File: config.mk
export PLATFORM = sky130hd
export DESIGN_NAME = pad_input_top
export DESIGN_NICKNAME = d
export VERILOG_FILES = /design/src/verilog/pad_frame_pkg.sv /design/src/verilog/pad_timing_pkg.sv /design/src/verilog/nes_poll_fsm.sv /design/src/verilog/pad_input_top.sv /design/src/verilog/snes_frame_filter.sv /design/src/verilog/snes_pmod_capture.sv
export SDC_FILE = /design/constraint.sdc
export NUM_CORES = 1
export LEC_CHECK = 0
export ABC_AREA = 0
export BUFFER_PORTS_ARGS = -buffer_cell sky130_fd_sc_hd__buf_4
export CORE_MARGIN = 5
export CORE_UTILIZATION = 35
export DETAILED_ROUTE_END_ITERATION = 10
export MAX_ROUTING_LAYER = met4
export PLACE_DENSITY = 0.57
export SLEW_MARGIN = 20
export SYNTH_ARGS = -nofsm -noshare
export SYNTH_HDL_FRONTEND = slang
export SYNTH_SLANG_ARGS = --single-unit
File: constraint.sdc
create_clock -name clk -period 4.7 [get_ports clk]
set_input_delay 0 -clock clk [delete_from_list [all_inputs] [get_ports clk]]
set_output_delay 0 -clock clk [all_outputs]
set_load 0.005 [all_outputs]
File: src/verilog/pad_frame_pkg.sv
`default_nettype none

package pad_frame_pkg;

    localparam int NES_BITS  = 8;
    localparam int SNES_BITS = 12;

    // NES shift order, A comes out first
    localparam int NES_BIT_A      = 0;
    localparam int NES_BIT_B      = 1;
    localparam int NES_BIT_SELECT = 2;
    localparam int NES_BIT_START  = 3;
    localparam int NES_BIT_UP     = 4;
    localparam int NES_BIT_DOWN   = 5;
    localparam int NES_BIT_LEFT   = 6;
    localparam int NES_BIT_RIGHT  = 7;

    // SNES frame, first bit on the wire lands at the top
    localparam int SNES_BIT_B      = 11;
    localparam int SNES_BIT_Y      = 10;
    localparam int SNES_BIT_SELECT = 9;
    localparam int SNES_BIT_START  = 8;
    localparam int SNES_BIT_UP     = 7;
    localparam int SNES_BIT_DOWN   = 6;
    localparam int SNES_BIT_LEFT   = 5;
    localparam int SNES_BIT_RIGHT  = 4;
    localparam int SNES_BIT_A      = 3;
    localparam int SNES_BIT_X      = 2;
    localparam int SNES_BIT_L      = 1;
    localparam int SNES_BIT_R      = 0;

    localparam logic [SNES_BITS-1:0] SNES_IDLE_FRAME = '1; // PMOD with no pad attached
    localparam int MAX_PRESSED = 2;

    typedef enum logic [1:0] {latch_pulse, read_first, read_bit} nes_state_e;

endpackage

`default_nettype wire

File: src/verilog/pad_timing_pkg.sv
`default_nettype none

package pad_timing_pkg;

    // NES pin timing, all counts in 64 MHz clocks
    localparam int COUNT_W = 11;

    localparam logic [COUNT_W-1:0] LATCH_CYCLES    = 11'd768; // 12 us
    localparam logic [COUNT_W-1:0] HALF_CLK_CYCLES = 11'd384; // 6 us

    // flops per PMOD pin before any edge detection
    localparam int SYNC_STAGES = 2;

endpackage

`default_nettype wire

File: src/verilog/nes_poll_fsm.sv
`timescale 1ns/1ps
`default_nettype none

module nes_poll_fsm (
    input  logic                                 clk,
    input  logic                                 reset,
    input  logic                                 nes_data, // low = pressed
    output logic                                 nes_latch,
    output logic                                 nes_clk,
    output logic [pad_frame_pkg::NES_BITS-1:0]   nes_buttons
);

    // seven clocked slots follow the A bit
    localparam logic [2:0] LAST_SLOT = 3'(pad_frame_pkg::NES_BITS - 2);

    pad_frame_pkg::nes_state_e state;
    pad_frame_pkg::nes_state_e state_next;

    logic [pad_timing_pkg::COUNT_W-1:0] count;
    logic [pad_timing_pkg::COUNT_W-1:0] count_next;
    logic [2:0]                         bit_idx;
    logic [2:0]                         bit_idx_next;

    logic [pad_frame_pkg::NES_BITS-1:0] shift_reg;
    logic                               sample_en;
    logic                               frame_done;

    // end of the last bit slot
    assign frame_done = (state == pad_frame_pkg::read_bit)
                     && (count == pad_timing_pkg::LATCH_CYCLES)
                     && (bit_idx == LAST_SLOT);

    always_comb begin
        state_next   = state;
        count_next   = count + 1'b1;
        bit_idx_next = bit_idx;
        sample_en    = 1'b0;

        case (state)
            pad_frame_pkg::latch_pulse: begin
                if (count == pad_timing_pkg::LATCH_CYCLES) begin
                    state_next = pad_frame_pkg::read_first;
                    count_next = '0;
                end
            end

            pad_frame_pkg::read_first: begin
                sample_en = (count == '0); // A is already on the data pin
                if (count == pad_timing_pkg::HALF_CLK_CYCLES) begin
                    state_next   = pad_frame_pkg::read_bit;
                    count_next   = '0;
                    bit_idx_next = '0;
                end
            end

            pad_frame_pkg::read_bit: begin
                // last clock of the high half
                sample_en = (count == pad_timing_pkg::HALF_CLK_CYCLES);
                if (count == pad_timing_pkg::LATCH_CYCLES) begin
                    count_next = '0;
                    if (bit_idx == LAST_SLOT) begin
                        state_next = pad_frame_pkg::latch_pulse;
                    end else begin
                        bit_idx_next = bit_idx + 3'd1;
                    end
                end
            end

            default: begin
                state_next = pad_frame_pkg::latch_pulse;
                count_next = '0;
            end
        endcase
    end

    // Pins are decoded from the next position, so they line up with the
    // state register. Reset parks the sequencer at the end of a frame and
    // the first edge afterwards starts a latch pulse.
    always_ff @(posedge clk) begin
        if (reset) begin
            state     <= pad_frame_pkg::read_bit;
            count     <= pad_timing_pkg::LATCH_CYCLES;
            bit_idx   <= LAST_SLOT;
            nes_latch <= 1'b0;
            nes_clk   <= 1'b0;
        end else begin
            state     <= state_next;
            count     <= count_next;
            bit_idx   <= bit_idx_next;
            nes_latch <= (state_next == pad_frame_pkg::latch_pulse);
            nes_clk   <= (state_next == pad_frame_pkg::read_bit)
                      && (count_next <= pad_timing_pkg::HALF_CLK_CYCLES);
        end
    end

    // button data, shifted in at the top so A ends at bit 0
    always_ff @(posedge clk) begin
        if (reset) begin
            shift_reg   <= '0;
            nes_buttons <= '0;
        end else begin
            if (sample_en) begin
                shift_reg <= {~nes_data, shift_reg[pad_frame_pkg::NES_BITS-1:1]};
            end
            if (frame_done) begin
                nes_buttons <= shift_reg; // same edge as the next latch rise
            end
        end
    end

endmodule

`default_nettype wire

File: src/verilog/pad_input_top.sv
`timescale 1ns/1ps
`default_nettype none

module pad_input_top (
    input  logic clk,
    input  logic reset,
    input  logic nes_data,
    input  logic pmod_data,
    input  logic pmod_clk,
    input  logic pmod_latch,
    output logic nes_latch,
    output logic nes_clk,
    output logic a,
    output logic b,
    output logic select,
    output logic start,
    output logic up,
    output logic down,
    output logic left,
    output logic right,
    output logic x,
    output logic y,
    output logic l,
    output logic r,
    output logic snes_active // 1 = SNES pad in use
);

    logic [pad_frame_pkg::NES_BITS-1:0]  nes_buttons;
    logic [pad_frame_pkg::SNES_BITS-1:0] snes_frame;
    logic [pad_frame_pkg::SNES_BITS-1:0] snes_buttons;
    logic                                snes_present;

    nes_poll_fsm u_nes_poll (
        .clk         (clk),
        .reset       (reset),
        .nes_data    (nes_data),
        .nes_latch   (nes_latch),
        .nes_clk     (nes_clk),
        .nes_buttons (nes_buttons)
    );

    snes_pmod_capture u_snes_capture (
        .clk        (clk),
        .reset      (reset),
        .pmod_data  (pmod_data),
        .pmod_clk   (pmod_clk),
        .pmod_latch (pmod_latch),
        .snes_frame (snes_frame)
    );

    snes_frame_filter u_snes_filter (
        .snes_frame   (snes_frame),
        .snes_buttons (snes_buttons),
        .snes_present (snes_present)
    );

    // SNES wins whenever the PMOD reports a pad
    assign a      = snes_present ? snes_buttons[pad_frame_pkg::SNES_BIT_A]
                                 : nes_buttons[pad_frame_pkg::NES_BIT_A];
    assign b      = snes_present ? snes_buttons[pad_frame_pkg::SNES_BIT_B]
                                 : nes_buttons[pad_frame_pkg::NES_BIT_B];
    assign select = snes_present ? snes_buttons[pad_frame_pkg::SNES_BIT_SELECT]
                                 : nes_buttons[pad_frame_pkg::NES_BIT_SELECT];
    assign start  = snes_present ? snes_buttons[pad_frame_pkg::SNES_BIT_START]
                                 : nes_buttons[pad_frame_pkg::NES_BIT_START];
    assign up     = snes_present ? snes_buttons[pad_frame_pkg::SNES_BIT_UP]
                                 : nes_buttons[pad_frame_pkg::NES_BIT_UP];
    assign down   = snes_present ? snes_buttons[pad_frame_pkg::SNES_BIT_DOWN]
                                 : nes_buttons[pad_frame_pkg::NES_BIT_DOWN];
    assign left   = snes_present ? snes_buttons[pad_frame_pkg::SNES_BIT_LEFT]
                                 : nes_buttons[pad_frame_pkg::NES_BIT_LEFT];
    assign right  = snes_present ? snes_buttons[pad_frame_pkg::SNES_BIT_RIGHT]
                                 : nes_buttons[pad_frame_pkg::NES_BIT_RIGHT];

    // SNES-only buttons
    assign x = snes_present & snes_buttons[pad_frame_pkg::SNES_BIT_X];
    assign y = snes_present & snes_buttons[pad_frame_pkg::SNES_BIT_Y];
    assign l = snes_present & snes_buttons[pad_frame_pkg::SNES_BIT_L];
    assign r = snes_present & snes_buttons[pad_frame_pkg::SNES_BIT_R];

    assign snes_active = snes_present;

endmodule

`default_nettype wire

File: src/verilog/snes_frame_filter.sv
`timescale 1ns/1ps
`default_nettype none

module snes_frame_filter (
    input  logic [pad_frame_pkg::SNES_BITS-1:0] snes_frame,
    output logic [pad_frame_pkg::SNES_BITS-1:0] snes_buttons,
    output logic                                snes_present
);

    localparam int CNT_W = $clog2(pad_frame_pkg::SNES_BITS + 1);

    logic [CNT_W-1:0] press_count;
    logic             too_many;

    assign snes_present = (snes_frame != pad_frame_pkg::SNES_IDLE_FRAME);

    // number of pressed buttons in the frame
    always_comb begin
        press_count = '0;
        for (int i = 0; i < pad_frame_pkg::SNES_BITS; i++) begin
            press_count = press_count + CNT_W'(snes_frame[i]);
        end
    end

    // the PMOD sometimes delivers a garbled frame with many bits set
    assign too_many = (press_count > CNT_W'(pad_frame_pkg::MAX_PRESSED));

    always_comb begin
        if (!snes_present) begin
            snes_buttons = '0;
        end else if (too_many) begin
            snes_buttons = '0; // pad still counts as present
        end else begin
            snes_buttons = snes_frame;
        end
    end

endmodule

`default_nettype wire

File: src/verilog/snes_pmod_capture.sv
`timescale 1ns/1ps
`default_nettype none

module snes_pmod_capture (
    input  logic                                 clk,
    input  logic                                 reset,
    input  logic                                 pmod_data,
    input  logic                                 pmod_clk,
    input  logic                                 pmod_latch,
    output logic [pad_frame_pkg::SNES_BITS-1:0]  snes_frame
);

    localparam int STAGES = pad_timing_pkg::SYNC_STAGES;

    // all three pins share one chain: {data, clk, latch}
    logic [STAGES-1:0][2:0] sync_q;
    logic [2:0]             pins_s;
    logic                   clk_prev;
    logic                   latch_prev;
    logic                   clk_rise;
    logic                   latch_rise;

    logic [pad_frame_pkg::SNES_BITS-1:0] shift_reg;

    assign pins_s     = sync_q[STAGES-1];
    assign clk_rise   = pins_s[1] & ~clk_prev;
    assign latch_rise = pins_s[0] & ~latch_prev;

    always_ff @(posedge clk) begin
        if (reset) begin
            sync_q     <= '0;
            clk_prev   <= 1'b0;
            latch_prev <= 1'b0;
        end else begin
            sync_q[0] <= {pmod_data, pmod_clk, pmod_latch};
            for (int i = 1; i < STAGES; i++) begin
                sync_q[i] <= sync_q[i-1];
            end
            clk_prev   <= pins_s[1];
            latch_prev <= pins_s[0];
        end
    end

    // data stays aligned with the clock pin since both pass the same stages
    always_ff @(posedge clk) begin
        if (reset) begin
            shift_reg  <= pad_frame_pkg::SNES_IDLE_FRAME;
            snes_frame <= pad_frame_pkg::SNES_IDLE_FRAME; // reads as no pad
        end else begin
            if (clk_rise) begin
                shift_reg <= {shift_reg[pad_frame_pkg::SNES_BITS-2:0], pins_s[2]};
            end
            if (latch_rise) begin
                snes_frame <= shift_reg;
            end
        end
    end

endmodule

`default_nettype wire
==> reports/metrics.yaml <==
synth:
  synth_area_sq_um: 3360
  ys_top_cells_by_area: "dfxtp_1 39%, mux2i_1 5.4%, ha_1 4.8%"
  syn_inst: 359
  async_reset_ff_frac: 0
  synth_nets: 385
  yosys.area.top_type: "dfxtp_1"
  synth_cell_types: 54
  yosysSeqAreaShare: 0.393
  ys_warn_count: 0
  yosys-top-cells-count: "66 x dfxtp_1, 37 x nor2_1, 30 x inv_1"
  ys_seq_elements: 66
  synth_top_area_share: 0.393
  yosysMostFrequentCell: "dfxtp_1"
  avgSynthCellArea_sq_um: 9.36
  synth_edf_count: 0
  yosys_most_used_dff: "dfxtp_1"
floorplanning:
  core_area_sq_um: 9280
  rows: 35
  start_util: 0.362
  dieArea_sq_um: 11700
  design.portCount: 21
  fp.dieW_microns: 108
  die_h_microns: 108
global_routing:
  grt_pass1_vias: 2346
  grt_pass1_wl_microns: 11100
  grt_max_degree: 59
  antenna_found_initial: 0
  grt_usage: 0.121
  grt_overflow: 0
worst_setup_path:
  rr_startpoint: "u_nes_poll.count[0]"
  rrSetupSlack_ns: 2.62
  crit_type: "reg -> out"
  r2r_cells: 7
  cp.arrival_ns: 4.36
  crit_fanout: 9
  worstPathRequired_ns: 4.70
  cp-end-kind: "output port"
  reg2reg_to: "u_nes_poll.count[2]"
  cp-start-kind: "flop"
cts:
  numClockSinks: 66
  cts_buffer_depth: 2
  clockRootBuffer: "clkbuf_8"
  cts_tree: "yes"
  post_cts_buffers: 0
  clk_latency_ns: 0.33
  numCtsBuffers: 9
  ctsHtreeMaxLevel: 3
  clk_pin_slew_worst_paths_ns: 0.07
pwr:
  peakVddDrop_mv: 0.152
  leakagePower_nw: 1.66
  power.density_nw_per_um2: 414
placement:
  post-dp-hpwl_microns: 4480
  numPortBuffers: 20
  place_area_sq_um: 3560
  gp_congestion: 0.753
  place_inst: 489
detailed_routing:
  drt_iter0_markers: 94
  wl_met3_microns: 194
  drtAntennaViolNets: 0
  vias_per_cell: 4.84
  wl_per_cell_microns: 12.5
  route.detailed.drc: 0
  drt-met1-wl_microns: 3160
  dr.pass1.iters: 4
  top_layer_used: "met4"
  wl_met2_microns: 2890
  vias: 2460
  wl_microns: 6330
hold_path:
  hold_path.startpoint: "reset"
  hp-class: "in -> reg"
  hold_depth: 2
  hold_end: "u_nes_poll.shift_reg[3]"
layout:
  fin_nets: 401
  utilization: 0.406
  area_growth_syn_to_layout_pct: 12.2
  n_fill_cell: 940
  final_layout_size_suffix_gt1_frac: 0.132
  diodes: 0
  fin_area_sq_um: 3770
  final_cells: 508
sta:
  setup-violations-final: 0
  max_freq_mhz: 229
  relSlewSlack: 0.500
  finalClockSkew_ns: 0.0110
  maxSlewViolCount: 0
  tightestPinTransition_ns: 0.748
  setup_tns_ns: 0
  hold_viol: 0
  min_period_ns: 4.36
  finalCritPeriodShare: 0.928
  hold_ws_ns: 0.149
  rsz0062_at_grt: "no"
run:
  max-cap-violations: 0
outcome:
  outcome: "completed"
==> where the power goes <==
| group | internal [mW] | switching [mW] | total (mW) |
|---|---|---|---|
| Sequential | 0.601 | 0.0478 | 0.649 |
| Combinational | 0.238 | 0.281 | 0.519 |
| Clock | 0.184 | 0.209 | 0.393 |
| Total | 1.02 | 0.537 | 1.56 |
==> critical path, cell delays in order (launching register included) <==
cell	delay [ns]
dfxtp_1	0.33
ha_1	0.29
inv_1	0.07
fa_1	0.43
fa_1	0.53
fa_1	0.41
inv_1	0.08
fa_1	0.18
inv_1	0.06
fa_1	0.41
a2111oi_1	0.37
a21oi_1	0.12
a2111oi_4	0.31
buf_4	0.22
a22o_1	0.13
buf_4	0.10
==> cells by family (layout without fill, tap and decap cells) <==
logic type      Yosys count  after routing  synth area share
buf+inv                  51             71            0.0723
xor+xnor                 12             12            0.0313
flops                    66             66             0.393
simple gates            140            140             0.231
mux                      18             18            0.0536
fa+ha+maj                20             20            0.0901
compound gates           52             52             0.128
==> cell usage in the layout, fill, tap and decap left out, types with 4 or more instances in the layout <==
master         synthesis  routed
dfxtp_1               66      66
nor2_1                37      37
inv_1                 30      30
nand2_1               28      28
buf_4                  3      22
nor2b_1               21      21
mux2i_1               18      18
a211o_1               13      13
ha_1                  13      13
nand3b_1              12      12
a22o_1                 9       9
clkbuf_8               0       9
and2_1                 7       7
xnor2_1                7       7
fa_1                   7       7
nand4_1                6       6
nand3_1                6       6
a21oi_1                6       6
xor2_1                 5       5
o21bai_1               5       5
clkinv_2               0       4
dlygate4sd3_1          0       4
==> worst max path at each step <==
stage,start,end,slack (ns)
after global routing,u_snes_capture.snes_frame[0],l,0.04
after detailed placement,u_snes_capture.snes_frame[0],up,0.54
final,u_snes_capture.snes_frame[0],up,0.34
after floorplan,u_snes_capture.snes_frame[0],a,0.87
after global placement,u_snes_capture.snes_frame[0],r,0.63
after CTS,u_snes_capture.snes_frame[0],up,0.15
==> stage by stage <==
stage / setup WS [ns] / total power, mW
2_1_floorplan: 0.867 / 1.06
3_3_place_gp: 0.625 / 1.16
3_5_place_dp: 0.544 / 1.17
4_1_cts: 0.152 / 1.58
5_1_grt: 0.0375 / 1.67
6_report: 0.337 / 1.56
==> per-layer routing <==
metal	global-route usage	vias to the layer above
met3	0.0304	6
met5	-	-
li1	-	1255
met1	0.157	1173
met2	0.187	26
met4	0.0379	0
==> repair_timing <==
action                                  CTS  global route
endpoints found under the setup margin    0             9
hold buffers                              4             0
gates resized for setup                   0             2
hold endpoints to repair                  4             0
==> cell type report <==
cell class | instances | area, sq um | share of cell area
Clock buffer | 9 | 124 | 0.0329
Inverter | 30 | 113 | 0.0299
Sequential cell | 66 | 1320 | 0.351
Clock inverter | 6 | 35.0 | 0.00930
Multi-Input combinational cell | 242 | 1810 | 0.480
Tap cell | 129 | 161 | 0.0428
Timing Repair Buffer | 26 | 205 | 0.0544
Power figures use the tool's default switching activity.
